==> src/common/camera_pkg.sv <==
`default_nettype none

package camera_pkg;

    ///////////////////////////////
    // pixel widths
    ///////////////////////////////
    localparam int PIXEL_BITS   = 9;   // rgb333 as stored in the frame buffer
    localparam int RGB_OUT_BITS = 12;  // rgb444 toward the monitor
    localparam int CHAN_BITS    = 3;   // bits per channel kept in the buffer
    localparam int COUNT_BITS   = 10;  // vga pixel/line counters, 800x525 fits

    ///////////////////////////////
    // field layout
    ///////////////////////////////
    // rgb565 from the sensor, msb of each field
    localparam int RGB565_R_MSB = 15;  // r[15:11]
    localparam int RGB565_G_MSB = 10;  // g[10:5]
    localparam int RGB565_B_MSB = 4;   // b[4:0]

    // rgb333 in the buffer
    localparam int RGB333_R_MSB = 8;   // r[8:6]
    localparam int RGB333_G_MSB = 5;   // g[5:3]
    localparam int RGB333_B_MSB = 2;   // b[2:0]

    ///////////////////////////////
    // capture control
    ///////////////////////////////
    typedef enum logic [1:0] {
        CAP_IDLE,  // nothing requested yet
        CAP_ARM,   // request seen, waiting for vsync to fall
        CAP_GRAB,  // inside the frame, writing pixels
        CAP_DONE   // frame stored, done held high
    } capture_state_e;

    // which byte of the rgb565 pair comes next
    typedef enum logic {
        PHASE_HIGH,
        PHASE_LOW
    } byte_phase_e;

endpackage

`default_nettype wire

==> src/vga/vga_timing.sv <==
`timescale 1ns/10ps
`default_nettype none

module vga_timing #(
    parameter int H_ACTIVE = 640,
    parameter int H_FRONT  = 16,
    parameter int H_SYNC   = 96,
    parameter int H_BACK   = 48,
    parameter int V_ACTIVE = 480,
    parameter int V_FRONT  = 10,
    parameter int V_SYNC   = 2,
    parameter int V_BACK   = 33
) (
    input  wire                                 clk_50,
    input  wire                                 rst,
    output logic [camera_pkg::COUNT_BITS-1:0]   hcount,     // pixel within line
    output logic [camera_pkg::COUNT_BITS-1:0]   vcount,     // line within frame
    output logic                                hsync_raw,  // active low
    output logic                                vsync_raw,  // active low
    output logic                                blank_raw
);
    import camera_pkg::*;

    localparam int H_TOTAL = H_ACTIVE + H_FRONT + H_SYNC + H_BACK;
    localparam int V_TOTAL = V_ACTIVE + V_FRONT + V_SYNC + V_BACK;

    // positions in counter width
    localparam logic [COUNT_BITS-1:0] H_LAST     = COUNT_BITS'(H_TOTAL - 1);
    localparam logic [COUNT_BITS-1:0] V_LAST     = COUNT_BITS'(V_TOTAL - 1);
    localparam logic [COUNT_BITS-1:0] H_ACT      = COUNT_BITS'(H_ACTIVE);
    localparam logic [COUNT_BITS-1:0] V_ACT      = COUNT_BITS'(V_ACTIVE);
    localparam logic [COUNT_BITS-1:0] HS_START   = COUNT_BITS'(H_ACTIVE + H_FRONT);
    localparam logic [COUNT_BITS-1:0] HS_END     = COUNT_BITS'(H_ACTIVE + H_FRONT + H_SYNC);
    localparam logic [COUNT_BITS-1:0] VS_START   = COUNT_BITS'(V_ACTIVE + V_FRONT);
    localparam logic [COUNT_BITS-1:0] VS_END     = COUNT_BITS'(V_ACTIVE + V_FRONT + V_SYNC);

    ///////////////////////////////
    // counters
    ///////////////////////////////
    always_ff @(posedge clk_50) begin
        if (rst) begin
            hcount <= '0;
            vcount <= '0;
        end else if (hcount == H_LAST) begin
            hcount <= '0;   // wrap line
            if (vcount == V_LAST) begin
                vcount <= '0;   // wrap frame
            end else begin
                vcount <= vcount + 1'b1;
            end
        end else begin
            hcount <= hcount + 1'b1;
        end
    end

    ///////////////////////////////
    // sync and blank
    ///////////////////////////////
    // decoded straight from the counters, reader registers them
    always_comb begin
        hsync_raw = !((hcount >= HS_START) && (hcount < HS_END));  // after front porch
        vsync_raw = !((vcount >= VS_START) && (vcount < VS_END));
        blank_raw = (hcount >= H_ACT) || (vcount >= V_ACT);
    end

    a_hcount_range: assert property (@(posedge clk_50) disable iff (rst)
        int'(hcount) < H_TOTAL)
        else $error("hcount 0x%0h past line total", hcount);

endmodule

`default_nettype wire

==> config.mk <==
export PLATFORM = sky130hd
export DESIGN_NAME = vga_timing
export DESIGN_NICKNAME = d
export VERILOG_FILES = /design/src/common/camera_pkg.sv /design/src/vga/vga_timing.sv
export SDC_FILE = /design/constraint.sdc
export NUM_CORES = 1
export LEC_CHECK = 0
export BUFFER_PORTS_ARGS = -buffer_cell sky130_fd_sc_hd__buf_2
export CORE_ASPECT_RATIO = 1.1
export CORE_MARGIN = 2
export CORE_UTILIZATION = 35
export CTS_BUF_LIST = sky130_fd_sc_hd__clkbuf_4
export CTS_CLUSTER_SIZE = 28
export DETAILED_ROUTE_END_ITERATION = 8
export GPL_TIMING_DRIVEN = 0
export SYNTH_ARGS = -nofsm -noshare
export SYNTH_HDL_FRONTEND = slang
export SYNTH_SLANG_ARGS = --single-unit
==> constraint.sdc <==
create_clock -name clk_50 -period 2.7 [get_ports clk_50]
set_clock_uncertainty 0.15 [all_clocks]
set_input_delay 0 -clock clk_50 [delete_from_list [all_inputs] [get_ports clk_50]]
set_output_delay 0 -clock clk_50 [all_outputs]
set_load 0.02 [all_outputs]
==> results.sh, run 1 <==
export IMPL_status="finished, final reports clean"
export IMPL_critPathSlowestCell="or4b_2"
export IMPL_crit_type="reg2reg"
export IMPL_rows=20
export IMPL_end_kind="flop"
export IMPL_hold_viol=0
export IMPL_cts_num_sinks=20
export IMPL_clk_latency_ns=0.30
export IMPL_power_density_nw_per_um2=382
export IMPL_gp_congestion=0.750
export IMPL_dieArea_um2=3380
export IMPL_numCtsBuffers=3
export IMPL_synth_ff_type="dfxtp_1"
export IMPL_synthCells=119
export IMPL_setup_viol=0
export IMPL_grt_max_degree=11
export IMPL_endpoint="vcount[4]"
export IMPL_die_height_um=60.8
export IMPL_grt_ovfl_total=0
export IMPL_core_area_um2=2780
export IMPL_fin_setup_tns_ns=0
export IMPL_dp_cells=176
export IMPL_h_tree_depth=1
export IMPL_cp_cell_sequence="ha_1 > and4_1 > nand3_1 > or4b_2 > a21oi_1"
export IMPL_hold_path_depth=3
export IMPL_yosysTopAreaCell="dfxtp_1"
export IMPL_fillerInstances=286
export IMPL_cts_buffer_depth=2
export IMPL_ys_warn_count=0
export IMPL_clk_pin_slew_ns=0.11
export IMPL_critPathRequiredTime_ns=2.79
export IMPL_peakVddDrop_uv=197
export IMPL_r2r_slack_ns=0.40
export IMPL_relSlewSlack_pct=59.3
export IMPL_synthTopCellsByCount="dfxtp_1 (20), nand2_1 (12), nor2_1 (10)"
export IMPL_synthTopCellsByArea="dfxtp_1 (39%), ha_1 (6.1%), xor2_1 (6.0%)"
export IMPL_syn_nets=126
export IMPL_reg2regPathDepth=5
export IMPL_grt_pass1_vias=843
export IMPL_initial_core_util_pct=36.9
export IMPL_cp_arrival_ns=2.39
export IMPL_crit_path_max_incr_delay_ns=0.71
export IMPL_remaining_drc_errors=0
export IMPL_maxSlewViolCount=0
export IMPL_synth_async_reset_ratio_pct=0
export IMPL_num_antenna_cells=0
export IMPL_drt_iter0_drc=9
export IMPL_wl_per_cell_um=12.5
export IMPL_vias=937
export IMPL_rr_endpoint="vcount[4]"
export IMPL_crit_fanout=10
export IMPL_synth_edf_count=0
export IMPL_hpwl_mm=1.66
export IMPL_ios=25
export IMPL_fmax_mhz=434
export IMPL_synthToLayoutAreaGrowth_pct=19.4
export IMPL_die_w_um=55.6
export IMPL_reg2reg_from="hcount[0]"
export IMPL_cts_setup_buffers=0
export IMPL_cts_tree="done"
export IMPL_final_nets=156
export IMPL_crit_start="hcount[0]"
export IMPL_fin_crit_ns=2.30
export IMPL_rsz0062_at_grt="false"
export IMPL_start_kind="flop"
export IMPL_tightestPinTransition_ns=0.607
export IMPL_viasPerCell=5.21
export IMPL_post_route_period_util_pct=85.3
export IMPL_port_buffers=24
export IMPL_grt_antenna_before_repair=0
export IMPL_yosysMostFrequentCell="dfxtp_1"
export IMPL_grt_total_usage_pct=14.0
export IMPL_yosysSeqAreaShare_pct=39.0
export IMPL_cts_root_buf="clkbuf_4"
export IMPL_avgSynthCellArea_um2=8.62
export IMPL_ys_types=34
export IMPL_grt_pass1_wl_mm=3.68
export IMPL_ant_nets=0
export IMPL_drt_wl_total_mm=2.25
export IMPL_synth_top_cell_area_share_pct=39.0
export IMPL_layout_cells_non_filler=180
export IMPL_drive_gt1_share_pct=22.4
export IMPL_ys_seq_elements=20
export IMPL_dr_pass1_iters=5
export IMPL_synth_area_um2=1030
export IMPL_leakagePower_nw=0.497
export IMPL_hold_class="in2reg"
export IMPL_max_cap_violations=0
[critical path: cells and delay by family, from the launching register on]
kind	cells	cell delay, ns
flops	1	0.42
simple gates	3	1.27
fa+ha+maj	1	0.24
compound gates	1	0.16
[registers in the layout, summed over array words and instances, names as in the netlist]
| register | cells |
|---|---|
| vcount | 10 |
| hcount | 10 |
[cell families (layout without fill, tap and decap cells)]
kind of cell    Yosys count  in the layout  share of synthesized area, %
fa+ha+maj                 5              5                          6.10
buf+inv                   8             36                          3.78
flops                    20             20                          39.0
xor+xnor                 11             11                          9.39
simple gates             59             59                          32.2
compound gates           16             16                          9.51
[worst min path at each step]
stage / from / to
after floorplan: rst / vcount[4]
after global placement: rst / hcount[2]
after detailed placement: rst / hcount[2]
after CTS: rst / vcount[4]
after global routing: rst / vcount[4]
final: rst / vcount[4]
[per-stage QoR]
step	power [mW]	hold slack (ns)	util [%]	setup slack [ns]	instance area [um2]
6_report	0.468	0.330	44.1	0.398	1220
2_1_floorplan	0.324	-0.0809	-	0.507	1030
3_3_place_gp	0.332	0.101	42.7	0.244	1190
5_1_grt	0.492	0.319	44.1	0.215	1220
3_5_place_dp	0.333	0.108	42.7	0.196	1190
4_1_cts	0.472	0.320	43.9	0.163	1220
[cell type report]
class	instances	area [um2]	share of cell area, %
Multi-Input combinational cell	91	592	48.3
Buffer	3	20.0	1.63
Tap cell	33	41.3	3.37
Inverter	5	18.8	1.53
Timing Repair Buffer	25	130	10.6
Clock buffer	3	22.5	1.84
Sequential cell	20	400	32.7
[routing by layer]
metal / up-vias / routed length [um] / GRT usage, %
li1: 484 / - / -
met1: 436 / 1110 / 17.1
met2: 13 / 1020 / 23.5
met3: 4 / 77 / 2.35
met4: 0 / 40 / 8.36
met5: - / 0 / 0
[report_power, final]
group | switching (mW) | total (mW) | internal (mW)
Sequential | 0.00510 | 0.304 | 0.299
Combinational | 0.0150 | 0.0233 | 0.00827
Clock | 0.0886 | 0.141 | 0.0520
Total | 0.109 | 0.468 | 0.359
[repair_timing]
| action | CTS | global route |
|---|---|---|
| endpoints found under the setup margin | 0 | 1 |
| resized for setup | 0 | 1 |
| hold buffers | 1 | 0 |
| hold endpoints to repair | 6 | 0 |
[placed cells by master, fill, tap and decap left out, types with 3 or more instances in the layout]
master | synthesis | final
nand4_1 | 5 | 5
xnor2_1 | 4 | 4
a21oi_1 | 5 | 5
ha_1 | 5 | 5
nor3_1 | 3 | 3
buf_2 | 1 | 25
inv_1 | 5 | 5
nor2_1 | 10 | 10
nand2_1 | 12 | 12
o31ai_1 | 4 | 3
dfxtp_1 | 20 | 20
o21ai_0 | 5 | 5
nand3_1 | 6 | 6
xor2_1 | 7 | 7
nor2b_1 | 3 | 3
clkbuf_4 | 0 | 3
Note: power is estimated with default switching activity, not from simulation.
==> inputs of run 2 (changes only) <==
Settings changed: PLACE_DENSITY_LB_ADDON set to 0.3.
==> run 2 against run 1 <==
Flip-flop and latch count unchanged. Clock power about the same. Highest routed layer unchanged. Via count is 1.2% higher. Largest cell class unchanged. Setup slack worse by 0.16 ns. Critical path depth did not move. Largest power group unchanged.
==> results.sh, run 2 (synthesis gave the netlist of run 1 again) <==
export IMPL_status="finished, final reports clean"
export IMPL_top_regs="hcount (10), vcount (10)"
export IMPL_r2r_slack_ns=0.24
export IMPL_ant_nets=0
export IMPL_start_kind="flop"
export IMPL_hold_path_depth=3
export IMPL_power_frac_clock_pct=30.2
export IMPL_drive_gt1_share_pct=21.6
export IMPL_rsz0062_at_grt="false"
export IMPL_cts_setup_buffers=0
export IMPL_crit_start="hcount[0]"
export IMPL_cts_buffer_depth=2
export IMPL_p_comb_share_pct=4.9
export IMPL_tightestPinTransition_ns=0.899
export IMPL_fmax_mhz=407
export IMPL_power_density_nw_per_um2=383
export IMPL_die_w_um=55.6
export IMPL_hold_class="in2reg"
export IMPL_hold_viol=0
export IMPL_cts_num_sinks=20
export IMPL_drt_wl_total_mm=2.15
export IMPL_crit_fanout=10
export IMPL_peakVddDrop_uv=235
export IMPL_grt_ovfl_total=0
export IMPL_num_antenna_cells=0
export IMPL_dpl_cell_area_um2=1190
export IMPL_max_cap_violations=0
export IMPL_fin_setup_tns_ns=0
export IMPL_synthToLayoutAreaGrowth_pct=19.3
export IMPL_swShare_pct=23.0
export IMPL_fillerInstances=277
export IMPL_reg2regPathDepth=5
export IMPL_end_kind="flop"
export IMPL_fin_crit_ns=2.46
export IMPL_layout_commonest_cell="buf_2"
export IMPL_h_tree_depth=1
export IMPL_intPower_mw=0.360
export IMPL_grt_max_degree=12
export IMPL_dr_pass1_iters=4
export IMPL_cp_arrival_ns=2.46
export IMPL_wl_per_cell_um=11.9
export IMPL_ios=25
export IMPL_endpoint="vcount[7]"
export IMPL_grt_pass1_vias=836
export IMPL_leakagePower_nw=0.497
export IMPL_seqPwrFrac_pct=64.9
export IMPL_setup_viol=0
export IMPL_rr_endpoint="vcount[7]"
export IMPL_cts_tree="done"
export IMPL_remaining_drc_errors=0
export IMPL_fin_area_um2=1220
export IMPL_critPathRequiredTime_ns=2.70
export IMPL_relSlewSlack_pct=39.5
export IMPL_p_switching_mw=0.108
export IMPL_numCtsBuffers=3
export IMPL_drt_iter0_drc=27
export IMPL_viasPerCell=5.24
export IMPL_maxSlewViolCount=0
export IMPL_layout_cells_non_filler=181
export IMPL_final_cell_mix="buf_2 (25), dfxtp_1 (20), nand2_1 (12)"
export IMPL_vias=948
export IMPL_die_height_um=60.8
export IMPL_grt_total_usage_pct=13.9
export IMPL_core_area_um2=2780
export IMPL_grt_antenna_before_repair=0
export IMPL_final_nets=156
export IMPL_crit_type="reg2reg"
export IMPL_reg2reg_from="hcount[0]"
export IMPL_post_route_period_util_pct=91.0
export IMPL_clk_pin_slew_ns=0.11
export IMPL_grt_pass1_wl_mm=3.67
export IMPL_cts_root_buf="clkbuf_4"
export IMPL_dieArea_um2=3380
export IMPL_initial_core_util_pct=36.9
export IMPL_gp_congestion=0.785
export IMPL_dp_cells=176
export IMPL_port_buffers=24
export IMPL_clk_latency_ns=0.29
export IMPL_hpwl_mm=1.63
export IMPL_rows=20
[run 2: critical path, cell delays in order (launching register included)]
cell	delay, ns
dfxtp_1	0.42
ha_1	0.24
and4_1	0.27
nand3_1	0.28
o31ai_1	0.85
a21oi_1	0.10
[run 2: area by class of cell]
type | instances | area, um2 | area share, %
multi-input combinational | 91 | 587 | 48.0
timing repair buffer | 25 | 130 | 10.6
inverter | 5 | 18.8 | 1.53
buffer | 3 | 20.0 | 1.64
clock buffer | 3 | 22.5 | 1.84
tap | 33 | 41.3 | 3.37
clock inverter | 1 | 3.75 | 0.307
sequential | 20 | 400 | 32.7
[run 2: worst min path at each step]
stage | startpoint | endpoint | slack [ns]
6_report | rst | vcount[4] | 0.33
5_1_grt | rst | vcount[4] | 0.35
4_1_cts | rst | vcount[4] | 0.31
3_5_place_dp | rst | vcount[4] | 0.11
3_3_place_gp | rst | hcount[2] | 0.10
2_1_floorplan | rst | vcount[4] | -0.08
[run 2: power groups by stage]
stage	sequential, mW	clock [mW]	combinational [mW]
floorplan	0.314	0	0.00929
global placement	0.310	0	0.0215
detailed placement	0.311	0	0.0221
CTS	0.304	0.150	0.0234
global route	0.305	0.158	0.0257
finish	0.304	0.141	0.0230
[run 2: repair_timing]
| item | 4_1_cts | 5_1_grt |
|---|---|---|
| gates resized for setup | 0 | 0 |
| hold endpoints to repair | 6 | 0 |
| hold buffers | 1 | 0 |
| setup endpoints to repair | 0 | 0 |
[run 2: through the flow]
step	hold WS (ns)	util [%]	worst slack [ns]	power [mW]
6_report	0.325	44.1	0.242	0.468
5_1_grt	0.350	44.1	0.0756	0.489
4_1_cts	0.314	44.1	0.257	0.477
3_5_place_dp	0.112	42.7	0.261	0.333
3_3_place_gp	0.102	42.7	0.307	0.332
2_1_floorplan	-0.0809	-	0.507	0.324
[run 2: layer usage]
| layer | track usage, % | part of all wire (%) | wire, um |
|---|---|---|---|
| met5 | 0 | 0 | 0 |
| met4 | 7.67 | 0.84 | 18 |
| met3 | 2.35 | 5.1 | 109 |
| met2 | 23.5 | 46 | 984 |
| met1 | 17.3 | 48 | 1040 |
