[src/common/camera_pkg.sv]
`default_nettype none

package camera_pkg;

    ///////////////////////////////
    // pixel widths
    ///////////////////////////////
    localparam int PIXEL_BITS   = 9;   // rgb333 as stored in the frame buffer
    localparam int RGB_OUT_BITS = 12;  // rgb444 toward the monitor
    localparam int CHAN_BITS    = 3;   // bits per channel kept in the buffer
    localparam int COUNT_BITS   = 10;  // vga pixel/line counters, 800x525 fits

    ///////////////////////////////
    // field layout
    ///////////////////////////////
    // rgb565 from the sensor, msb of each field
    localparam int RGB565_R_MSB = 15;  // r[15:11]
    localparam int RGB565_G_MSB = 10;  // g[10:5]
    localparam int RGB565_B_MSB = 4;   // b[4:0]

    // rgb333 in the buffer
    localparam int RGB333_R_MSB = 8;   // r[8:6]
    localparam int RGB333_G_MSB = 5;   // g[5:3]
    localparam int RGB333_B_MSB = 2;   // b[2:0]

    ///////////////////////////////
    // capture control
    ///////////////////////////////
    typedef enum logic [1:0] {
        CAP_IDLE,  // nothing requested yet
        CAP_ARM,   // request seen, waiting for vsync to fall
        CAP_GRAB,  // inside the frame, writing pixels
        CAP_DONE   // frame stored, done held high
    } capture_state_e;

    // which byte of the rgb565 pair comes next
    typedef enum logic {
        PHASE_HIGH,
        PHASE_LOW
    } byte_phase_e;

endpackage

`default_nettype wire

[src/vga/vga_pixel_reader.sv]
`timescale 1ns/10ps
`default_nettype none

module vga_pixel_reader #(
    parameter int FB_WIDTH  = 240,
    parameter int FB_HEIGHT = 240,
    localparam int FB_DEPTH  = FB_WIDTH * FB_HEIGHT,
    localparam int ADDR_BITS = $clog2(FB_DEPTH)
) (
    input  wire                                 clk_50,
    input  wire                                 rst,
    input  wire  [camera_pkg::COUNT_BITS-1:0]   hcount,
    input  wire  [camera_pkg::COUNT_BITS-1:0]   vcount,
    input  wire                                 hsync_raw,
    input  wire                                 vsync_raw,
    input  wire                                 blank_raw,
    input  wire  [camera_pkg::PIXEL_BITS-1:0]   rd_data,    // one clock after rd_addr
    output logic [ADDR_BITS-1:0]                rd_addr,
    output logic [camera_pkg::RGB_OUT_BITS-1:0] vga_rgb,
    output logic                                vga_hsync,
    output logic                                vga_vsync,
    output logic                                vga_blank
);
    import camera_pkg::*;

    localparam logic [COUNT_BITS-1:0] WIN_W = COUNT_BITS'(FB_WIDTH);
    localparam logic [COUNT_BITS-1:0] WIN_H = COUNT_BITS'(FB_HEIGHT);

    logic                  in_window;
    logic                  window_d1, hsync_d1, vsync_d1, blank_d1;  // stage 1
    logic [CHAN_BITS-1:0]  red3, green3, blue3;

    ///////////////////////////////
    // read address
    ///////////////////////////////
    always_comb begin
        in_window = !blank_raw && (hcount < WIN_W) && (vcount < WIN_H);
        // outside the window park on word 0
        if (in_window) begin
            rd_addr = ADDR_BITS'(vcount) * ADDR_BITS'(FB_WIDTH) + ADDR_BITS'(hcount);
        end else begin
            rd_addr = '0;
        end
    end

    // channel split of the buffer word
    assign red3   = rd_data[RGB333_R_MSB -: CHAN_BITS];
    assign green3 = rd_data[RGB333_G_MSB -: CHAN_BITS];
    assign blue3  = rd_data[RGB333_B_MSB -: CHAN_BITS];

    ///////////////////////////////
    // 2 stage output pipe
    ///////////////////////////////
    always_ff @(posedge clk_50) begin
        if (rst) begin
            window_d1 <= 1'b0;
            hsync_d1  <= 1'b1;   // syncs idle high
            vsync_d1  <= 1'b1;
            blank_d1  <= 1'b1;
            vga_hsync <= 1'b1;
            vga_vsync <= 1'b1;
            vga_blank <= 1'b1;
            vga_rgb   <= '0;
        end else begin
            // stage 1 lines up with rd_data
            window_d1 <= in_window;
            hsync_d1  <= hsync_raw;
            vsync_d1  <= vsync_raw;
            blank_d1  <= blank_raw;
            // stage 2, the outputs
            vga_hsync <= hsync_d1;
            vga_vsync <= vsync_d1;
            vga_blank <= blank_d1;
            if (window_d1) begin
                // 3 to 4 bits, top bit copied into the new lsb
                vga_rgb <= {red3, red3[CHAN_BITS-1],
                            green3, green3[CHAN_BITS-1],
                            blue3, blue3[CHAN_BITS-1]};
            end else begin
                vga_rgb <= '0;   // black outside window or in blanking
            end
        end
    end

endmodule

`default_nettype wire

[config.mk]
export PLATFORM = sky130hd
export DESIGN_NAME = vga_pixel_reader
export DESIGN_NICKNAME = d
export VERILOG_FILES = /design/src/common/camera_pkg.sv /design/src/vga/vga_pixel_reader.sv
export SDC_FILE = /design/constraint.sdc
export NUM_CORES = 1
export LEC_CHECK = 0
export BUFFER_PORTS_ARGS = -buffer_cell sky130_fd_sc_hd__buf_4
export CAP_MARGIN = 15
export CORE_MARGIN = 4
export CORE_UTILIZATION = 51
export DETAILED_ROUTE_END_ITERATION = 12
export GPL_TIMING_DRIVEN = 0
export PLACE_DENSITY = 0.81
export REMOVE_ABC_BUFFERS = 1
export SLEW_MARGIN = 5
export SYNTH_ARGS = -nofsm -noshare
export SYNTH_HDL_FRONTEND = slang
export SYNTH_SLANG_ARGS = --single-unit
[constraint.sdc]
create_clock -name clk_50 -period 4.3 [get_ports clk_50]
set_input_delay 0.215 -clock clk_50 [delete_from_list [all_inputs] [get_ports clk_50]]
set_output_delay 0.215 -clock clk_50 [all_outputs]
set_load 0.005 [all_outputs]
==> results of run 1 <==
final timing paths:
kind         slack [ps]     endpoint  startpoint
max                 400  rd_addr[15]   vcount[0]
min                 120     hsync_d1   hsync_raw
max reg2reg        3370   vga_rgb[6]   window_d1
min reg2reg         420    vga_vsync    vsync_d1
cell usage after synthesis:
cell type	instances
a2111oi_0	1
a211oi_1	2
a21boi_0	1
a21o_1	5
a21oi_1	13
a21oi_2	1
a31oi_1	1
and2_1	15
and3_1	1
and4_1	1
buf_2	1
buf_4	3
clkbuf_1	1
dfxtp_1	16
fa_1	18
ha_1	22
inv_1	28
nand2_1	3
nand3_1	3
nand3_2	1
nand4_1	1
nor2_1	15
nor2b_1	3
nor3_1	4
nor3b_1	1
nor4b_1	1
o211ai_1	2
o211ai_2	1
o21a_1	1
o21ai_0	5
o21ai_2	1
o21bai_1	1
o31ai_1	2
o41ai_4	1
or2_2	8
or3_1	1
or4_1	1
xnor2_1	9
xor2_1	8
xor2_2	1
per-stage QoR:
stage          total power, uW  std cells  hold slack (ps)
2_1_floorplan              664        199              287
3_3_place_gp               772        309              391
3_5_place_dp               792        309              393
4_1_cts                    888        313              114
5_1_grt                    977        313             99.8
6_report                   880        313              123
final cells by class:
cell class | instances | area share (%)
Clock buffer | 4 | 1.52
Tap cell | 46 | 2.40
Inverter | 28 | 4.39
Sequential cell | 16 | 13.4
Timing Repair Buffer | 64 | 20.1
Multi-Input combinational cell | 155 | 58.3
worst max-delay path, stage by stage:
cell and delay, ps:
buf_4 130, fa_1 590, fa_1 460, ha_1 320, a21o_1 160, a21oi_1 160, xnor2_1 150, ha_1 230
nor3_1 70, o21a_1 130, or2_2 320, or4_1 470, a21oi_1 150, buf_4 140
per-layer routing:
| metal | share of wire [%] | vias to the layer above |
|---|---|---|
| met3 | 5.3 | 6 |
| met1 | 45 | 690 |
| met5 | 0 | - |
| met2 | 48 | 37 |
| li1 | - | 796 |
| met4 | 1.5 | 0 |
cells by family after synthesis:
logic type / Yosys count
buffers and inverters: 33
AO/OA/AOI/OAI: 38
adder cells (fa/ha/maj): 40
flip-flops: 16
AND/OR/NAND/NOR: 59
XOR/XNOR: 18
sequential cells by signal (all words and copies together) (netlist names):
| signal | count |
|---|---|
| vga_rgb | 9 |
| blank_d1 | 1 |
| hsync_d1 | 1 |
| vga_blank | 1 |
| vga_hsync | 1 |
| vga_vsync | 1 |
| vsync_d1 | 1 |
| window_d1 | 1 |
report_power, final:
group,internal [uW],switching (uW)
combinational,289,345
clock,51.5,42.5
sequential,151,0.658
total,491,389
==> impl_metrics.csv, run 1 <==
group,metric,value,unit
route,wl_per_cell,12.2,um
setup_path,critPathArrivalTime,3680,ps
global_routing,grt_pass1_wl,6.35,mm
power_and_ir_drop,p_leak,0.00121,uW
route,first_pass_iters,4,
clock_network,clkSlewWorstSetupHoldPaths,80,ps
global_routing,grt_overflow,0,
synth,post_synth.cell_area_avg,9.08,um2
timing,finalCritPeriodShare,90.7,%
die,die_h,68.3,um
placed_design,portBuffers,64,
synth,syn_inst,204,
synth,synth_area_leaders,"fa_1, dfxtp_1, ha_1",
timing,finalWorstSetupSlack,402,ps
route,viasPerCell,4.88,
power_and_ir_drop,irDropWorstVdd,0.207,mV
timing,fin_skew,2.80,ps
final_layout,area_growth,29.3,%
clock_network,numCtsBuffers,3,
final_layout,final_common_cell,"buf_4",
placed_design,hpwl,3.45,mm
worst_hold_path,hold_path.class,"primary input to flop",
clock_network,hold_buffers,0,
synth,synth-simple-area-share,17.6,%
final_layout,final_area,0.00239,mm2
global_routing,grt_pass1_vias,1494,
route,drc,0,
global_routing,grt_use_met1,23.4,%
die,rows,21,
die,start_util,54.2,%
setup_path,required,4090,ps
setup_path,endpoint_kind,"primary output",
final_layout,num-fill-cells,299,
global_routing,gr-usage-met2,30.3,%
clock_network,cts_resized,0,
global_routing,top_usage_layer,"met2",
global_routing,met3_usage,3.28,%
final_layout,layout_common_cells,"buf_4, inv_1, ha_1, fa_1, dfxtp_1",
die,die_area,0.00466,mm2
synth,synth-seq-cells,16,
outcome,status,"completed",
synth,synthMuxAreaShare,0,%
clock_network,post_cts_buffers,0,
synth,netlist.area_leader.share,19.5,%
placed_design,dpl_cell_area,0.00236,mm2
clock_network,cts-root-buf,"clkbuf_4",
synth,synth_warnings,0,
setup_path,cp-start-kind,"primary input",
clock_network,h-tree-depth,1,
synth,synth.distinct_cells,40,
route,routed_wl,3.83,mm
setup_path,critical_path.max_fanout,3,
synth,synth_area_leader_cell,"fa_1",
timing,min_period,3900,ps
worst_hold_path,holdPathStages,2,
route,ant_nets,0,
placed_design,place.gp.congestion,0.793,
timing,drv_slew,0,
final_layout,diodes,0,
setup_path,path_class,"primary input to primary output",
timing,slew_headroom,68.6,%
synth,synth-seq-area-share,17.3,%
timing,setup_violations,0,
final_layout,drive_gt1_share,30.7,%
synth,synth_top_family_by_area,"adder cells",
synth,synth_xor_area_share,8.92,%
clock_network,clockBufferDepth,2,
die,ios,65,
final_layout,seqCellArea,320,um2
clock_network,insertion_delay,280,ps
clock_network,cts_tree,"built",
flow_run,maxCapViolCount,0,
route,vias,1529,
synth,synth_fa_ha_area_share,34.3,%
placed_design,pre_cts_slack,390,ps
global_routing,antenna_found_initial,0,
die,die_x,68.3,um
final_layout,nets,342,
timing,hold_violations,0,
timing,fmax,257,MHz
die,coreArea,0.00342,mm2
global_routing,grt_max_degree,13,
timing,fin_tns_setup,0,ps
final_layout,fin_util,70.1,%
clock_network,cts_sinks,16,
synth,synth_compound_area_share,14.5,%
setup_path,r2r_cells,2,
global_routing,grt_use_total,18.0,%
synth,syn_area,0.00185,mm2
final_layout,multiInputGateArea,0.00140,mm2
route,first_iter_violations,71,
timing,tightestPinTransition,468,ps
power_and_ir_drop,power_density,367,mW/mm2
timing,rsz0062_at_grt,"false",
Power figures use the tool's default switching activity.
==> inputs of run 2 (changes only) <==
--- a/config.mk
+++ b/config.mk
@@ -5,7 +5,7 @@
 export SDC_FILE = /design/constraint.sdc
 export NUM_CORES = 1
 export LEC_CHECK = 0
-export BUFFER_PORTS_ARGS = -buffer_cell sky130_fd_sc_hd__buf_4
+export BUFFER_PORTS_ARGS = -buffer_cell sky130_fd_sc_hd__buf_2
 export CAP_MARGIN = 15
 export CORE_MARGIN = 4
 export CORE_UTILIZATION = 51
==> run 2 against run 1 <==
  * Clock skew up 4.4 ps
  * Utilization down 4.7 points
  * Power down 1.4%
  * Sequential power about the same
  * Clock power up 3.2%
  * Global-route usage down 1.9 points
  * Critical endpoint unchanged
  * Die area unchanged
  * Hold slack worse by 4.3 ps
  * Routed wire length down 7.4%
  * Worst setup slack better by 33 ps
==> impl_metrics.csv, run 2 (synthesis results as in run 1) <==
group,metric,value,unit
outcome,status,"completed",
clock_network,clockBufferDepth,2,
route,ant_nets,0,
final_layout,fin_cells,313,
final_layout,fin_util,65.4,%
route,first_pass_iters,4,
final_layout,layout_common_cells,"buf_2, inv_1, ha_1, fa_1, dfxtp_1",
worst_hold_path,hold_path.class,"primary input to flop",
power_and_ir_drop,switching_power,387,uW
power_and_ir_drop,irDropWorstVdd,0.193,mV
power_and_ir_drop,power_frac_comb,71.3,%
route,vias,1519,
clock_network,clkSlewWorstSetupHoldPaths,80,ps
clock_network,numCtsBuffers,3,
route,viasPerCell,4.85,
global_routing,grt_use_total,16.0,%
power_and_ir_drop,p_total,867,uW
setup_path,required,4090,ps
route,routed_wl,3.54,mm
clock_network,hold_buffers,0,
timing,fin_skew,7.18,ps
final_layout,nets,342,
clock_network,cts_sinks,16,
timing,min_period,3870,ps
final_layout,largest_reg_flops,9,
setup_path,endpoint_kind,"primary output",
timing,rsz0062_at_grt,"false",
clock_network,cts-root-buf,"clkbuf_4",
route,drc,0,
timing,setup_violations,0,
die,die_area,0.00466,mm2
global_routing,antenna_found_initial,0,
final_layout,regMostFlops,"vga_rgb",
clock_network,h-tree-depth,1,
timing,slew_headroom,69.1,%
die,start_util,54.2,%
global_routing,grt_max_degree,13,
power_and_ir_drop,p_int,479,uW
die,rows,21,
placed_design,place.gp.congestion,0.834,
placed_design,dp.cells,309,
worst_hold_path,holdPathStages,2,
power_and_ir_drop,seqPwrFrac,17.5,%
worst_hold_path,holdPathEnd,"vsync_d1",
timing,finalCritPeriodShare,89.9,%
global_routing,grt_pass1_wl,5.78,mm
final_layout,drive_gt1_share,30.7,%
timing,fin_tns_setup,0,ps
die,die_h,68.3,um
setup_path,critPathArrivalTime,3650,ps
route,first_iter_violations,61,
clock_network,insertion_delay,280,ps
setup_path,reg2reg_slack,3390,ps
die,die_x,68.3,um
timing,fmax,259,MHz
power_and_ir_drop,switching_share,44.7,%
timing,hold_violations,0,
global_routing,grt_pass1_vias,1416,
power_and_ir_drop,p_leak,0.00118,uW
placed_design,portBuffers,64,
setup_path,r2r_cells,2,
final_layout,area_growth,20.7,%
timing,drv_slew,0,
global_routing,grt_overflow,0,
clock_network,cts_tree,"built",
setup_path,path_class,"primary input to primary output",
worst_hold_path,min_from,"vsync_raw",
setup_path,critical_path.max_fanout,4,
power_and_ir_drop,clockPowerShare,11.2,%
final_layout,final_common_cell,"buf_2",
die,coreArea,0.00342,mm2
clock_network,post_cts_buffers,0,
setup_path,r2r_start,"window_d1",
timing,tightestPinTransition,462,ps
setup_path,cp-start-kind,"primary input",
final_layout,diodes,0,
setup_path,reg2reg_to,"vga_rgb[5]",
die,ios,65,
route,wl_per_cell,11.3,um
placed_design,hpwl,3.18,mm
flow_run,maxCapViolCount,0,
clock_network,cts_resized,0,
power_and_ir_drop,power_density,388,mW/mm2
[run 2: metal layers]
| metal | share of wire (%) | GRT usage [%] |
|---|---|---|
| met2 | 50 | 29.0 |
| met5 | 0 | 0 |
| met3 | 5.1 | 2.30 |
| met1 | 45 | 19.7 |
| met4 | 0 | 4.47 |
[run 2: worst max-delay path, stage by stage]
cell and delay [ps]:
buf_2 120, inv_1 150, fa_1 460, fa_1 510, inv_1 40, ha_1 350, xor2_1 190, ha_1 360
or2_2 130, a21oi_1 90, or2_2 300, or4_1 470, a21oi_1 130, buf_2 140
[run 2: how the worst max path moves through the flow]
stage	from	cells after the start	slack (ps)	to
6_report	vcount[3]	14	430	rd_addr[15]
4_1_cts	vcount[3]	14	430	rd_addr[15]
5_1_grt	vcount[3]	13	230	rd_addr[15]
3_5_place_dp	vcount[3]	14	430	rd_addr[15]
2_1_floorplan	vcount[3]	12	850	rd_addr[15]
3_3_place_gp	vcount[3]	15	470	rd_addr[15]
[run 2: area by class of cell]
type                       instances  area [um2]
multi-input combinational        155        1400
fill                             283        1180
sequential                        16         320
timing repair buffer              64         320
inverter                          28         105
tap                               46        57.6
clock buffer                       4        36.3
[run 2: per-stage QoR]
| stage | cell area [um2] | setup slack (ps) | hold WS (ps) |
|---|---|---|---|
| 6_report | 2230 | 435 | 119 |
| 2_1_floorplan | 1820 | 846 | 287 |
| 5_1_grt | 2230 | 235 | 95.6 |
| 3_5_place_dp | 2200 | 432 | 395 |
| 4_1_cts | 2230 | 433 | 110 |
| 3_3_place_gp | 2200 | 471 | 391 |
[run 2: power groups by stage]
stage	registers, uW	clock network [uW]	logic [uW]
2_1_floorplan	155	0	509
3_3_place_gp	155	0	604
3_5_place_dp	155	0	619
4_1_cts	152	99.2	622
5_1_grt	152	107	697
6_report	152	97.0	618
==> inputs of run 3 (changes only) <==
--- a/config.mk
+++ b/config.mk
@@ -11,7 +11,7 @@
 export CORE_UTILIZATION = 51
 export DETAILED_ROUTE_END_ITERATION = 12
 export GPL_TIMING_DRIVEN = 0
-export PLACE_DENSITY = 0.81
+export PLACE_DENSITY = 0.92
 export REMOVE_ABC_BUFFERS = 1
 export SLEW_MARGIN = 5
 export SYNTH_ARGS = -nofsm -noshare
==> run 3 against run 2 <==
  * Routed wire length is 10% higher
  * Critical path depth stayed put
  * Combinational power is 3% higher
  * Sequential cell count stayed put
  * Sequential power hardly changed
  * Count of clock-buffer cells in the layout stayed put
  * Utilization stayed put
  * Critical path type unchanged
  * Highest routed layer is now met4
==> impl_metrics.csv, run 3 (synthesis results as in run 1) <==
group,metric,value,unit
outcome,status,"completed",
route,first_pass_iters,4,
setup_path,endpoint_kind,"primary output",
power_and_ir_drop,p_total,882,uW
route,first_iter_violations,59,
die,rows,21,
setup_path,required,4090,ps
global_routing,antenna_found_initial,0,
final_layout,fin_cells,313,
route,drc,0,
final_layout,regMostFlops,"vga_rgb",
global_routing,grt_overflow,0,
timing,finalCritPeriodShare,90.2,%
global_routing,grt_pass1_vias,1484,
timing,setup_violations,0,
clock_network,post_cts_buffers,0,
final_layout,drive_gt1_share,30.7,%
route,vias,1561,
setup_path,cp_top_family,"adder cells",
flow_run,maxCapViolCount,0,
timing,fin_tns_setup,0,ps
setup_path,path_class,"primary input to primary output",
final_layout,layout_common_cells,"buf_2, inv_1, ha_1, fa_1, dfxtp_1",
worst_hold_path,hold_path.class,"primary input to flop",
route,routed_wl,3.90,mm
die,die_x,68.3,um
clock_network,cts_resized,0,
final_layout,fin_util,65.4,%
clock_network,cts-root-buf,"clkbuf_4",
die,start_util,54.2,%
clock_network,cts_sinks,16,
final_layout,largest_reg_flops,9,
clock_network,hold_buffers,0,
clock_network,h-tree-depth,1,
timing,hold_violations,0,
final_layout,num-fill-cells,290,
setup_path,critical_path.max_fanout,3,
placed_design,dp.cells,309,
timing,rsz0062_at_grt,"false",
clock_network,clockBufferDepth,2,
setup_path,critPathArrivalTime,3660,ps
clock_network,clkSlewWorstSetupHoldPaths,90,ps
die,die_area,0.00466,mm2
placed_design,hpwl,3.47,mm
timing,slew_headroom,68.5,%
final_layout,diodes,0,
final_layout,nets,342,
die,ios,65,
power_and_ir_drop,irDropWorstVdd,0.202,mV
power_and_ir_drop,p_leak,0.00118,uW
timing,fin_skew,0.492,ps
final_layout,area_growth,20.7,%
setup_path,crit_chain,"buf_2 > fa_1 > fa_1 > ha_1 > a21o_1 > a21oi_1 > xnor2_1 > ha_1 > nor3_1 > o21a_1 > or2_2 > or4_1 > a21oi_1 > buf_2",
global_routing,grt_use_total,17.5,%
timing,min_period,3880,ps
timing,fmax,258,MHz
setup_path,cp-start-kind,"primary input",
route,viasPerCell,4.99,
die,die_h,68.3,um
route,ant_nets,0,
power_and_ir_drop,power_density,395,mW/mm2
setup_path,cp_slowest_cell,"fa_1",
timing,tightestPinTransition,471,ps
global_routing,grt_pass1_wl,6.28,mm
placed_design,portBuffers,64,
placed_design,place.gp.congestion,0.793,
route,wl_per_cell,12.5,um
clock_network,insertion_delay,280,ps
die,coreArea,0.00342,mm2
clock_network,cts_tree,"built",
clock_network,numCtsBuffers,3,
timing,drv_slew,0,
final_layout,final_common_cell,"buf_2",
setup_path,cp.buffers_inverters,2,
global_routing,grt_max_degree,13,
setup_path,slowest_delay,590,ps
[run 3: cell counts in the layout (fill, tap and decap cells not counted)]
No cell type changed its count.
[run 3: stage by stage]
stage / hold WS (ps) / instance area (um2) / worst slack [ps]
floorplan: 287 / 1820 / 846
global placement: 391 / 2200 / 489
detailed placement: 404 / 2200 / 424
CTS: 115 / 2230 / 419
global route: 111 / 2230 / 155
finish: 120 / 2230 / 423
[run 3: worst paths after layout]
check	to	startpoint	depth (start not counted)	slack [ps]
hold / removal	hsync_d1	hsync_raw	2	120
setup reg to reg	vga_rgb[2]	window_d1	2	3340
hold reg to reg	vga_hsync	hsync_d1	1	420
setup / recovery	rd_addr[15]	vcount[0]	14	420
[run 3: layer usage]
layer,global-route usage [%],up-vias,part of all wire (%)
li1,-,792,-
met4,5.71,0,0.82
met3,1.81,4,6.5
met1,19.7,723,40
met5,0,-,0
met2,33.9,42,53
[run 3: where the power goes]
part	internal (uW)	switching, uW	leakage, uW
Clock	51.5	44.8	0.0000210
Combinational	278	356	0.00103
Sequential	151	0.666	0.000130
Total	481	401	0.00118
[run 3: layout make-up]
type                    instances  area (um2)  share of cell area (%)
multi-input cells             155        1400                    62.4
flip-flops and latches         16         320                    14.3
repair buffers                 64         320                    14.3
inverters                      28         105                    4.70
well taps                      46        57.6                    2.58
clock buffers                   4        36.3                    1.62
[run 3: worst register-to-register path, delay by kind of cell (launching register included)]
| family | cells | cell delay (ps) |
|---|---|---|
| simple gates | 2 | 600 |
| flops | 1 | 310 |
