--- src/common/camera_pkg.sv ---
`default_nettype none

package camera_pkg;

    ///////////////////////////////
    // pixel widths
    ///////////////////////////////
    localparam int PIXEL_BITS   = 9;   // rgb333 as stored in the frame buffer
    localparam int RGB_OUT_BITS = 12;  // rgb444 toward the monitor
    localparam int CHAN_BITS    = 3;   // bits per channel kept in the buffer
    localparam int COUNT_BITS   = 10;  // vga pixel/line counters, 800x525 fits

    ///////////////////////////////
    // field layout
    ///////////////////////////////
    // rgb565 from the sensor, msb of each field
    localparam int RGB565_R_MSB = 15;  // r[15:11]
    localparam int RGB565_G_MSB = 10;  // g[10:5]
    localparam int RGB565_B_MSB = 4;   // b[4:0]

    // rgb333 in the buffer
    localparam int RGB333_R_MSB = 8;   // r[8:6]
    localparam int RGB333_G_MSB = 5;   // g[5:3]
    localparam int RGB333_B_MSB = 2;   // b[2:0]

    ///////////////////////////////
    // capture control
    ///////////////////////////////
    typedef enum logic [1:0] {
        CAP_IDLE,  // nothing requested yet
        CAP_ARM,   // request seen, waiting for vsync to fall
        CAP_GRAB,  // inside the frame, writing pixels
        CAP_DONE   // frame stored, done held high
    } capture_state_e;

    // which byte of the rgb565 pair comes next
    typedef enum logic {
        PHASE_HIGH,
        PHASE_LOW
    } byte_phase_e;

endpackage

`default_nettype wire

--- src/camera/camera_capture.sv ---
`timescale 1ns/10ps
`default_nettype none

module camera_capture #(
    parameter int FB_WIDTH  = 240,
    parameter int FB_HEIGHT = 240,
    localparam int FB_DEPTH  = FB_WIDTH * FB_HEIGHT,
    localparam int ADDR_BITS = $clog2(FB_DEPTH)
) (
    input  wire                                 camera_pclk,
    input  wire                                 rst,
    input  wire                                 capture_frame,  // request pulse
    input  wire                                 camera_vsync,
    input  wire                                 camera_href,
    input  wire  [7:0]                          camera_data,
    output logic                                wr_en,
    output logic [ADDR_BITS-1:0]                wr_addr,
    output logic [camera_pkg::PIXEL_BITS-1:0]   wr_data,
    output logic                                capture_done
);
    import camera_pkg::*;

    // counters saturate at the window edge so need one extra bit
    localparam int COL_BITS = $clog2(FB_WIDTH + 1);
    localparam int ROW_BITS = $clog2(FB_HEIGHT + 1);
    localparam logic [COL_BITS-1:0] COL_MAX = COL_BITS'(FB_WIDTH);
    localparam logic [ROW_BITS-1:0] ROW_MAX = ROW_BITS'(FB_HEIGHT);

    capture_state_e       state;
    byte_phase_e          phase;
    logic                 vsync_d, href_d;
    logic                 vsync_fall, vsync_rise, href_fall;
    logic [COL_BITS-1:0]  col;
    logic [ROW_BITS-1:0]  row;
    logic [7:0]           hi_byte;   // first half of the pixel
    logic [15:0]          pixel565;
    logic                 in_window;

    assign vsync_fall = vsync_d & ~camera_vsync;   // frame starts
    assign vsync_rise = ~vsync_d & camera_vsync;   // frame ends
    assign href_fall  = href_d & ~camera_href;     // line ends

    assign pixel565  = {hi_byte, camera_data};
    assign in_window = (col < COL_MAX) && (row < ROW_MAX);

    assign capture_done = (state == CAP_DONE);

    ///////////////////////////////
    // capture fsm
    ///////////////////////////////
    always_ff @(posedge camera_pclk) begin
        if (rst) begin
            state   <= CAP_IDLE;
            vsync_d <= 1'b0;
            href_d  <= 1'b0;
        end else begin
            vsync_d <= camera_vsync;
            href_d  <= camera_href;
            case (state)
                CAP_IDLE: if (capture_frame) state <= CAP_ARM;
                CAP_ARM:  if (vsync_fall) state <= CAP_GRAB;
                CAP_GRAB: if (vsync_rise) state <= CAP_DONE;  // request ignored here
                CAP_DONE: if (capture_frame) state <= CAP_ARM;
                default:  state <= CAP_IDLE;
            endcase
        end
    end

    ///////////////////////////////
    // byte pairing, position
    ///////////////////////////////
    always_ff @(posedge camera_pclk) begin
        if (rst) begin
            phase <= PHASE_HIGH;
            col   <= '0;
            row   <= '0;
            wr_en <= 1'b0;
        end else begin
            wr_en <= 1'b0;
            if (vsync_fall) begin               // new frame restarts at top left
                phase <= PHASE_HIGH;
                col   <= '0;
                row   <= '0;
            end else if (href_fall) begin
                phase <= PHASE_HIGH;
                col   <= '0;
                if (row != ROW_MAX) row <= row + 1'b1;
            end else if (camera_href) begin
                if (phase == PHASE_HIGH) begin
                    phase <= PHASE_LOW;
                end else begin
                    phase <= PHASE_HIGH;
                    if (col != COL_MAX) col <= col + 1'b1;
                    // write only inside the window and before the frame closes
                    wr_en <= (state == CAP_GRAB) && in_window && !vsync_rise;
                end
            end
        end
    end

    // payload path
    always_ff @(posedge camera_pclk) begin
        if (camera_href && phase == PHASE_HIGH) hi_byte <= camera_data;
        if (camera_href && phase == PHASE_LOW) begin
            wr_addr <= ADDR_BITS'(row) * ADDR_BITS'(FB_WIDTH) + ADDR_BITS'(col);
            // keep top 3 bits of every channel
            wr_data <= {pixel565[RGB565_R_MSB -: CHAN_BITS],
                        pixel565[RGB565_G_MSB -: CHAN_BITS],
                        pixel565[RGB565_B_MSB -: CHAN_BITS]};
        end
    end

    ///////////////////////////////
    // checks
    ///////////////////////////////
    a_wr_in_grab: assert property (@(posedge camera_pclk) disable iff (rst)
        wr_en |-> state == CAP_GRAB)
        else $error("wr_en outside grab");

    a_wr_addr_range: assert property (@(posedge camera_pclk) disable iff (rst)
        wr_en |-> int'(wr_addr) < FB_DEPTH)
        else $error("wr_addr 0x%0h past buffer end", wr_addr);

endmodule

`default_nettype wire

--- config.mk ---
export PLATFORM = sky130hd
export DESIGN_NAME = camera_capture
export DESIGN_NICKNAME = d
export VERILOG_FILES = /design/src/common/camera_pkg.sv /design/src/camera/camera_capture.sv
export SDC_FILE = /design/constraint.sdc
export NUM_CORES = 1
export LEC_CHECK = 0
export ABC_AREA = 1
export ABC_CLOCK_PERIOD_IN_PS = 3300
export BUFFER_PORTS_ARGS = -buffer_cell sky130_fd_sc_hd__buf_4
export CORE_MARGIN = 2
export CORE_UTILIZATION = 55
export DETAILED_ROUTE_END_ITERATION = 8
export PLACE_DENSITY = 0.76
export SLEW_MARGIN = 10
export SYNTH_ARGS = -nofsm -noshare
export SYNTH_HDL_FRONTEND = slang
export SYNTH_SLANG_ARGS = --single-unit
--- constraint.sdc ---
create_clock -name camera_pclk -period 3.3 [get_ports camera_pclk]
set_input_delay 0.66 -clock camera_pclk [delete_from_list [all_inputs] [get_ports camera_pclk]]
set_output_delay 0.66 -clock camera_pclk [all_outputs]
set_load 0.005 [all_outputs]
==> flow_summary_export.csv, run 1 <==
group,metric,value,unit
synthesis,netlist_area,3240,sq um
sta,setup_viol,0,
clock_tree,cts_root_buf,"clkbuf_8",
clock_tree,cts_buffer_depth,2,
final_layout,diodes,0,
hold_path,hp-start,"hi_byte[5]",
floorplanning,die_area,6530,sq um
worst_setup_path,cp.buffers_inverters,2,
floorplanning,num_rows,27,
final_layout,layout_common_cells,"72 x nand2_1, 63 x inv_1, 49 x buf_4, 31 x edfxtp_1, 30 x ha_1",
sta,setup_slack,0.0923,ns
clock_tree,clock_sinks,53,
worst_setup_path,r2r-end,"wr_addr[12]",
global_routing,busiest_layer,"met2",
synthesis,ys_warn_count,0,
final_layout,syn2layout_area_growth,18.9,%
global_routing,grt_first_pass_wirelength,9.85,mm
worst_setup_path,critical-path-max-stage-delay,0.53,ns
power_and_ir_drop,ir_worst_vdd,280,uV
sta,setup_tns,0,ns
worst_setup_path,worst-r2r-setup-slack,0.09,ns
final_layout,final_util,68.7,%
clock_tree,clk_latency,0.31,ns
synthesis,synth_cell_types,30,
drt,ant_nets,0,
global_routing,gr-total-overflow,0,
sta,min_period,3.21,ns
global_routing,met3_usage,3.56,%
power_and_ir_drop,powerDensity,330,nW/um^2
sta,tightest_slew,0.502,ns
sta,slew_headroom,66.4,%
synthesis,syn_nets,416,
worst_setup_path,critPathLaunchType,"register",
final_layout,fin_nets,472,
floorplanning,core-area,5610,sq um
drt,via_per_inst,5.09,
clock_tree,numCtsBuffers,5,
worst_setup_path,end_kind,"register",
placed_design,place.gp.congestion,0.896,
drt,drtPass1Iterations,4,
synthesis,avgSynthCellArea,9.08,sq um
power_and_ir_drop,p_total,1.27,mW
flow_run,drv_cap,0,
sta,finalHoldViolations,0,
final_layout,layout_commonest_cell,"nand2_1",
worst_setup_path,cp_common_cell,"fa_1",
global_routing,use_met1,24.0,%
clock_tree,path_clk_slew,0.10,ns
floorplanning,die_w,80.8,um
drt,wirelength,5.90,mm
hold_path,min_path_cells,0,
drt,avgRoutedWirePerCell,12.1,um
global_routing,grt_max_degree,28,
worst_setup_path,path_cells,"fa_1, fa_1, inv_1, fa_1, inv_1, ha_1, a21oi_1, nor2_4, nand2_2, nor2_4, xor2_1",
sta,final_max_slew_viol_count,0,
floorplanning,die_h,80.8,um
placed_design,dp_hpwl,4.51,mm
synthesis,yosys_register_bits,53,
global_routing,grt_pass1_vias,2324,
status,outcome,"completed",
global_routing,antenna_found_initial,0,
clock_tree,cts_max_level,2,
sta,period_share,97.2,%
synthesis,seq_area_frac_synth,42.3,%
drt,num_vias,2472,
hold_path,hold_end,"wr_data[6]",
worst_setup_path,path_max_fanout,5,
power_and_ir_drop,leakagePower,1.82,nW
synthesis,syn_inst,357,
worst_setup_path,reg2reg_depth,11,
floorplanning,ios,40,
drt,drc,0,
final_layout,drive_gt1_share,22.2,%
sta,whs,0.427,ns
worst_setup_path,worstPathArrival,3.26,ns
placed_design,dp_slack,0.0396,ns
floorplanning,initial_core_util,57.8,%
hold_path,worstHoldPathType,"register to register",
worst_setup_path,crit_family,"adder cells",
worst_setup_path,path_class,"register to register",
drt,initialDrtViolationCount,116,
worst_setup_path,cpMaxStageDelayCell,"fa_1",
worst_setup_path,regToRegStartpoint,"row[0]",
clock_tree,cts_tree,"done",
worst_setup_path,cp.required,3.36,ns
global_routing,grt.total_usage,19.5,%
placed_design,port_buffers,39,
global_routing,met2_usage,34.6,%
sta,fmax,312,MHz
sta,finClkSkew,0.00955,ns
[where the power goes]
part / internal [mW] / switching, mW / total, mW
Combinational: 0.0698 / 0.0840 / 0.154
Sequential: 0.730 / 0.0207 / 0.751
Clock: 0.150 / 0.217 / 0.366
[flip-flops by register name, summed over array words and instances (netlist names)]
register and cells:
col 8, hi_byte 6, href_d 1, phase 1, row 8, state 2
vsync_d 1, wr_addr 16, wr_data 9, wr_en 1
[metrics by stage]
step                      instance area (sq um)  instances
after global placement                     3660        473
final                                      3850        486
after detailed placement                   3660        473
after CTS                                  3750        481
after floorplan                            3240        357
after global routing                       3850        486
[how the worst max path moves through the flow]
stage	from	endpoint	slack, ns	cells past startpoint
detailed placement	row[2]	wr_addr[14]	0.04	14
floorplan	row[2]	wr_addr[15]	0.24	13
global placement	row[2]	wr_addr[15]	0.15	13
global route	row[2]	wr_addr[14]	-0.03	17
CTS	row[2]	wr_addr[14]	0.004	14
finish	row[0]	wr_addr[12]	0.09	11
[cells by family after synthesis]
kind of cell | count (synthesis) | synth area share (%)
buffers and inverters | 71 | 8.22
adders and majority gates | 46 | 21.0
xor gates and xnor gates | 11 | 2.97
DFF | 53 | 42.3
AOI/OAI and AO/OA | 31 | 5.13
and+or+nand+nor | 145 | 20.4
[final cells by class]
cell class	count	area, sq um
fillers	446	1750
multi-input cells	233	1660
flip-flops and latches	53	1380
repair buffers	49	368
inverters	71	270
well taps	72	90.1
clock buffers	5	68.8
clock inverters	3	20.0
[cell usage after synthesis]
master	n	share of area [%]
o211ai_1	1	0.23
nand3b_1	3	0.69
nand2_2	4	0.77
or2_1	1	0.19
nand3_1	22	3.4
ha_1	32	12
o21ai_1	1	0.15
nor3b_1	1	0.23
and3_1	2	0.39
nand2_1	76	8.8
nor3_1	6	0.93
nor2_1	18	2.1
a21oi_2	1	0.27
nand4_1	3	0.58
a211oi_1	1	0.23
inv_2	4	0.46
a21oi_1	19	2.9
nor2_2	3	0.58
edfxtp_1	31	29
o21bai_1	1	0.23
fa_1	14	8.6
nor2_4	1	0.35
inv_1	67	7.8
o21ai_0	7	1.1
xor2_1	9	2.4
or2_0	1	0.19
nor3_2	1	0.31
nand3_2	3	0.93
dfxtp_1	22	14
xnor2_1	2	0.54
[what timing repair did]
action | 4_1_cts | 5_1_grt
hold endpoints to repair | 0 | 0
setup endpoints to repair | 0 | 4
buffers inserted | 0 | 5
hold buffers | 0 | 0
resized for setup | 0 | 23
[per-layer routing]
| layer | vias up | wire length, um |
|---|---|---|
| li1 | 1248 | - |
| met1 | 1160 | 2550 |
| met2 | 53 | 2950 |
| met3 | 11 | 289 |
| met4 | 0 | 106 |
| met5 | - | 0 |
Power figures use the tool's default switching activity.
==> run 2: changes to the inputs <==
==> constraint.sdc (replaced) <==
create_clock -name camera_pclk -period 3.3 [get_ports camera_pclk]
set_input_delay 0 -clock camera_pclk [delete_from_list [all_inputs] [get_ports camera_pclk]]
set_output_delay 0 -clock camera_pclk [all_outputs]
set_load 0.005 [all_outputs]
==> run 2 against run 1 <==
Sequential share of layout area decreased by 0.72 points; power increased by 0.26%; hold slack worse by 0.37 ns; maximum frequency grew 0.78%; wire length barely moved; sequential cell count is the same; utilization up 1.6 points; register-to-register slack improved by 0.02 ns; clock-buffer cell count did not move; via count rose by 1.4%; sequential power about the same; critical path depth rose by 2; highest routed layer unchanged.
==> flow_summary_export.csv, run 2 (same netlist as run 1, synthesis figures left out) <==
group,metric,value,unit
status,outcome,"completed",
power_and_ir_drop,ir_worst_vdd,246,uV
drt,via_per_inst,5.06,
sta,fmax,314,MHz
floorplanning,num_rows,27,
clock_tree,cts_root_buf,"clkbuf_8",
sta,min_period,3.18,ns
sta,finalHoldViolations,0,
clock_tree,clk_latency,0.31,ns
drt,avgRoutedWirePerCell,11.9,um
placed_design,place.gp.congestion,0.898,
global_routing,grt.total_usage,19.7,%
sta,rsz0062_at_grt,"yes",
worst_setup_path,crit_family,"adder cells",
sta,finClkSkew,0.00688,ns
placed_design,dp_hpwl,4.41,mm
final_layout,top_regs,"wr_addr: 16 flops, wr_data: 9 flops",
worst_setup_path,end_kind,"register",
worst_setup_path,path_class,"register to register",
worst_setup_path,cpMaxStageDelayCell,"fa_1",
global_routing,grt_pass1_vias,2395,
sta,setup_slack,0.117,ns
final_layout,finalInstanceArea,3950,sq um
floorplanning,die_w,80.8,um
clock_tree,path_clk_slew,0.09,ns
floorplanning,die_area,6530,sq um
final_layout,syn2layout_area_growth,21.6,%
worst_setup_path,path_max_fanout,4,
clock_tree,cts_max_level,2,
drt,drc,0,
sta,setup_viol,0,
drt,drtPass1Iterations,4,
final_layout,fin_nets,481,
global_routing,grt_max_degree,29,
worst_setup_path,cp_common_cell,"fa_1",
worst_setup_path,worst-r2r-setup-slack,0.12,ns
floorplanning,ios,40,
placed_design,port_buffers,39,
sta,setup_tns,0,ns
final_layout,final_util,70.3,%
final_layout,top_register,"wr_addr",
final_layout,layout_common_cells,"74 x nand2_1, 63 x inv_1, 47 x buf_4, 31 x edfxtp_1, 29 x ha_1",
sta,tightest_slew,0.555,ns
drt,wirelength,5.89,mm
sta,slew_headroom,63.0,%
floorplanning,die_h,80.8,um
drt,num_vias,2507,
worst_setup_path,path_cells,"fa_1, fa_1, inv_1, fa_1, inv_1, ha_4, nand2_1, nand2_2, nand2_1, nor2_2, nand3_2, nor3_2, nor2_1",
hold_path,worstHoldPathType,"input pin to register",
sta,period_share,96.4,%
final_layout,fillCellCount,429,
global_routing,antenna_found_initial,0,
worst_setup_path,cp.required,3.37,ns
clock_tree,numCtsBuffers,5,
placed_design,dp_slack,0.00194,ns
worst_setup_path,critical-path-max-stage-delay,0.53,ns
drt,initialDrtViolationCount,106,
worst_setup_path,worstPathArrival,3.25,ns
final_layout,drive_gt1_share,21.0,%
sta,final_max_slew_viol_count,0,
flow_run,drv_cap,0,
final_layout,diodes,0,
drt,ant_nets,0,
power_and_ir_drop,powerDensity,323,nW/um^2
clock_tree,clock_sinks,53,
floorplanning,initial_core_util,57.8,%
global_routing,grt_first_pass_wirelength,10.0,mm
global_routing,gr-total-overflow,0,
power_and_ir_drop,leakagePower,1.86,nW
worst_setup_path,cp.buffers_inverters,2,
floorplanning,core-area,5610,sq um
final_layout,largest_reg_flops,16,
clock_tree,cts_tree,"done",
placed_design,dpl-instance-area,3660,sq um
worst_setup_path,critPathLaunchType,"register",
clock_tree,cts_buffer_depth,2,
final_layout,finalNonFillerCells,495,
placed_design,place_inst,472,
final_layout,layout_commonest_cell,"nand2_1",
[run 2: worst paths after layout]
check | start | to | depth (start not counted)
worst max-delay path | row[0] | wr_addr[15] | 13
worst min-delay path | capture_frame | state[0] | 4
worst max register to register | row[0] | wr_addr[15] | 13
worst min register to register | hi_byte[7] | wr_data[8] | 0
[run 2: timing repair]
item	CTS	global route
endpoints found under the hold margin	14	0
buffers inserted	0	4
hold buffers	11	0
setup endpoints to repair	1	4
gates resized for setup	1	20
pin swaps	0	2
[run 2: area by class of cell]
class | count | area [sq um] | area share [%]
multi-input combinational | 233 | 1650 | 41.8
sequential | 53 | 1380 | 35.1
timing repair buffer | 58 | 463 | 11.7
inverter | 71 | 270 | 6.85
tap | 72 | 90.1 | 2.28
clock buffer | 5 | 68.8 | 1.74
clock inverter | 3 | 20.0 | 0.507
[run 2: worst register-to-register path, stage by stage (launching register included)]
cell and delay [ns]:
dfxtp_4 0.37, fa_1 0.51, fa_1 0.53, inv_1 0.06, fa_1 0.48, inv_1 0.06, ha_4 0.28, nand2_1 0.08
nand2_2 0.08, nand2_1 0.06, nor2_2 0.13, nand3_2 0.12, nor3_2 0.12, nor2_1 0.06
[run 2: stage by stage]
step                      hold slack (ns)  total power, mW
after floorplan                    0.0691            0.856
after global placement              0.179            0.903
after detailed placement            0.180            0.914
after CTS                          0.0527             1.28
after global routing               0.0779             1.34
final                              0.0523             1.27
[run 2: layer usage]
layer / up-vias / track usage, % / routed length (um) / part of all wire [%]
met5: - / 0 / 0 / 0
met4: 0 / 7.12 / 101 / 1.7
met3: 12 / 4.00 / 255 / 4.3
met2: 62 / 34.8 / 2910 / 49
met1: 1162 / 23.9 / 2630 / 45
li1: 1271 / - / - / -
[run 2: report_power, final]
part	switching [mW]	internal, mW
combinational	0.0832	0.0768
sequential	0.0199	0.730
clock	0.215	0.150
==> run 3: changes to the inputs <==
--- a/config.mk
+++ b/config.mk
@@ -12,7 +12,6 @@
 export CORE_UTILIZATION = 55
 export DETAILED_ROUTE_END_ITERATION = 8
 export PLACE_DENSITY = 0.76
-export SLEW_MARGIN = 10
 export SYNTH_ARGS = -nofsm -noshare
 export SYNTH_HDL_FRONTEND = slang
 export SYNTH_SLANG_ARGS = --single-unit
==> constraint.sdc (replaced) <==
create_clock -name camera_pclk -period 3.3 [get_ports camera_pclk]
set_input_delay 0.495 -clock camera_pclk [delete_from_list [all_inputs] [get_ports camera_pclk]]
set_output_delay 0.495 -clock camera_pclk [all_outputs]
set_load 0.005 [all_outputs]
==> run 3 against run 2 <==
Sequential power hardly changed; register-to-register slack hardly changed; global-route usage is 0.50 points lower; utilization is 2.0 points lower; sequential share of layout area is 1.0 points higher; clock skew is 0.0012 ns lower; critical path depth stayed put; combinational power is 6% lower; clock-buffer cell count stayed put; setup slack worse by 0.013 ns; die area stayed put.
==> flow_summary_export.csv, run 3 (same netlist as run 1, synthesis figures left out) <==
group,metric,value,unit
drt,initialDrtViolationCount,89,
worst_setup_path,path_max_fanout,4,
sta,min_period,3.20,ns
drt,avgRoutedWirePerCell,11.8,um
final_layout,final_util,68.4,%
final_layout,ff_latch_area,1380,sq um
drt,drtPass1Iterations,4,
final_layout,layout_commonest_cell,"nand2_1",
drt,drc,0,
final_layout,drive_gt1_share,21.6,%
final_layout,layout_common_cells,"74 x nand2_1, 63 x inv_1, 47 x buf_4, 31 x edfxtp_1, 29 x ha_1",
floorplanning,die_h,80.8,um
drt,ant_nets,0,
clock_tree,cts_buffer_depth,2,
clock_tree,path_clk_slew,0.09,ns
clock_tree,numCtsBuffers,5,
sta,final_max_slew_viol_count,0,
floorplanning,ios,40,
placed_design,port_buffers,39,
clock_tree,cts_hold_buf,0,
flow_run,drv_cap,0,
hold_path,worstHoldPathType,"input pin to register",
drt,via_per_inst,5.05,
power_and_ir_drop,ir_worst_vdd,245,uV
global_routing,gr-total-overflow,0,
sta,tightest_slew,0.553,ns
final_layout,top_regs,"wr_addr: 16 flops, wr_data: 9 flops",
global_routing,grt_pass1_vias,2353,
worst_setup_path,end_kind,"register",
global_routing,grt_max_degree,29,
global_routing,grt_first_pass_wirelength,9.77,mm
placed_design,dp_hpwl,4.41,mm
final_layout,multiInputGateArea,1650,sq um
placed_design,place_inst,472,
placed_design,place.gp.congestion,0.898,
clock_tree,cts_root_buf,"clkbuf_8",
clock_tree,cts_max_level,2,
sta,finClkSkew,0.00567,ns
placed_design,dp_slack,0.00194,ns
sta,finalHoldViolations,0,
floorplanning,initial_core_util,57.8,%
floorplanning,die_w,80.8,um
worst_setup_path,worstPathArrival,3.26,ns
final_layout,largest_reg_flops,16,
worst_setup_path,path_class,"register to register",
floorplanning,core-area,5610,sq um
floorplanning,num_rows,27,
power_and_ir_drop,leakagePower,1.81,nW
sta,setup_viol,0,
final_layout,fin_nets,470,
worst_setup_path,cp.required,3.37,ns
final_layout,top_register,"wr_addr",
sta,slew_headroom,63.1,%
sta,rsz0062_at_grt,"yes",
clock_tree,cts_tree,"done",
sta,fmax,313,MHz
power_and_ir_drop,powerDensity,329,nW/um^2
final_layout,finalNonFillerCells,484,
clock_tree,clk_latency,0.31,ns
status,outcome,"completed",
global_routing,antenna_found_initial,0,
final_layout,syn2layout_area_growth,18.2,%
final_layout,diodes,0,
sta,period_share,96.8,%
drt,wirelength,5.71,mm
drt,num_vias,2445,
clock_tree,clock_sinks,53,
final_layout,fillCellCount,443,
floorplanning,die_area,6530,sq um
worst_setup_path,critPathLaunchType,"register",
global_routing,grt.total_usage,19.2,%
sta,setup_slack,0.105,ns
==> run 3: final timing paths <==
check,start,to,slack (ns),cells after the start
min reg2reg,hi_byte[7],wr_data[8],0.43,0
min,camera_data[6],hi_byte[6],0.36,1
max reg2reg,row[0],wr_addr[15],0.10,13
max,row[0],wr_addr[15],0.10,13
==> run 3: cell type report <==
type,count,area share [%]
multi-input cells,233,43.0
flip-flops and latches,53,36.1
repair buffers,47,9.20
inverters,71,7.05
well taps,72,2.35
clock buffers,5,1.79
clock inverters,3,0.522
==> run 3: through the flow <==
stage               cell area (sq um)  TNS [ns]  hold WS, ns  power [mW]
finish                           3830         0        0.361        1.26
global route                     3830    -0.100        0.343        1.33
CTS                              3750         0        0.353        1.27
detailed placement               3660         0        0.407       0.914
global placement                 3660         0        0.401       0.903
floorplan                        3240         0        0.400       0.856
==> run 3: metal layers <==
layer  track usage, %  vias up  wire length [um]
li1                 -     1248                 -
met1             23.3     1129              2530
met2             33.7       56              2790
met3             4.11       12               281
met4             7.29        0               110
met5                0        -                 0
==> run 3: worst max-delay path, stage by stage, from the launching register on <==
cell,delay (ns)
dfxtp_4,0.37
fa_1,0.51
fa_1,0.54
inv_1,0.06
fa_1,0.48
inv_1,0.06
ha_4,0.28
nand2_1,0.08
nand2_2,0.08
nand2_1,0.06
nor2_2,0.13
nand3_2,0.12
nor3_2,0.12
nor2_1,0.06
==> run 3: timing repair <==
item	in CTS	in global routing
endpoints found under the hold margin	0	0
pin swaps	0	2
setup endpoints to repair	1	4
gates resized for setup	1	20
setup buffers	0	4
==> run 3: power breakdown <==
part	internal [mW]	total, mW	switching [mW]
clock	0.150	0.362	0.212
combinational	0.0686	0.150	0.0813
sequential	0.730	0.750	0.0198
total	0.948	1.26	0.313
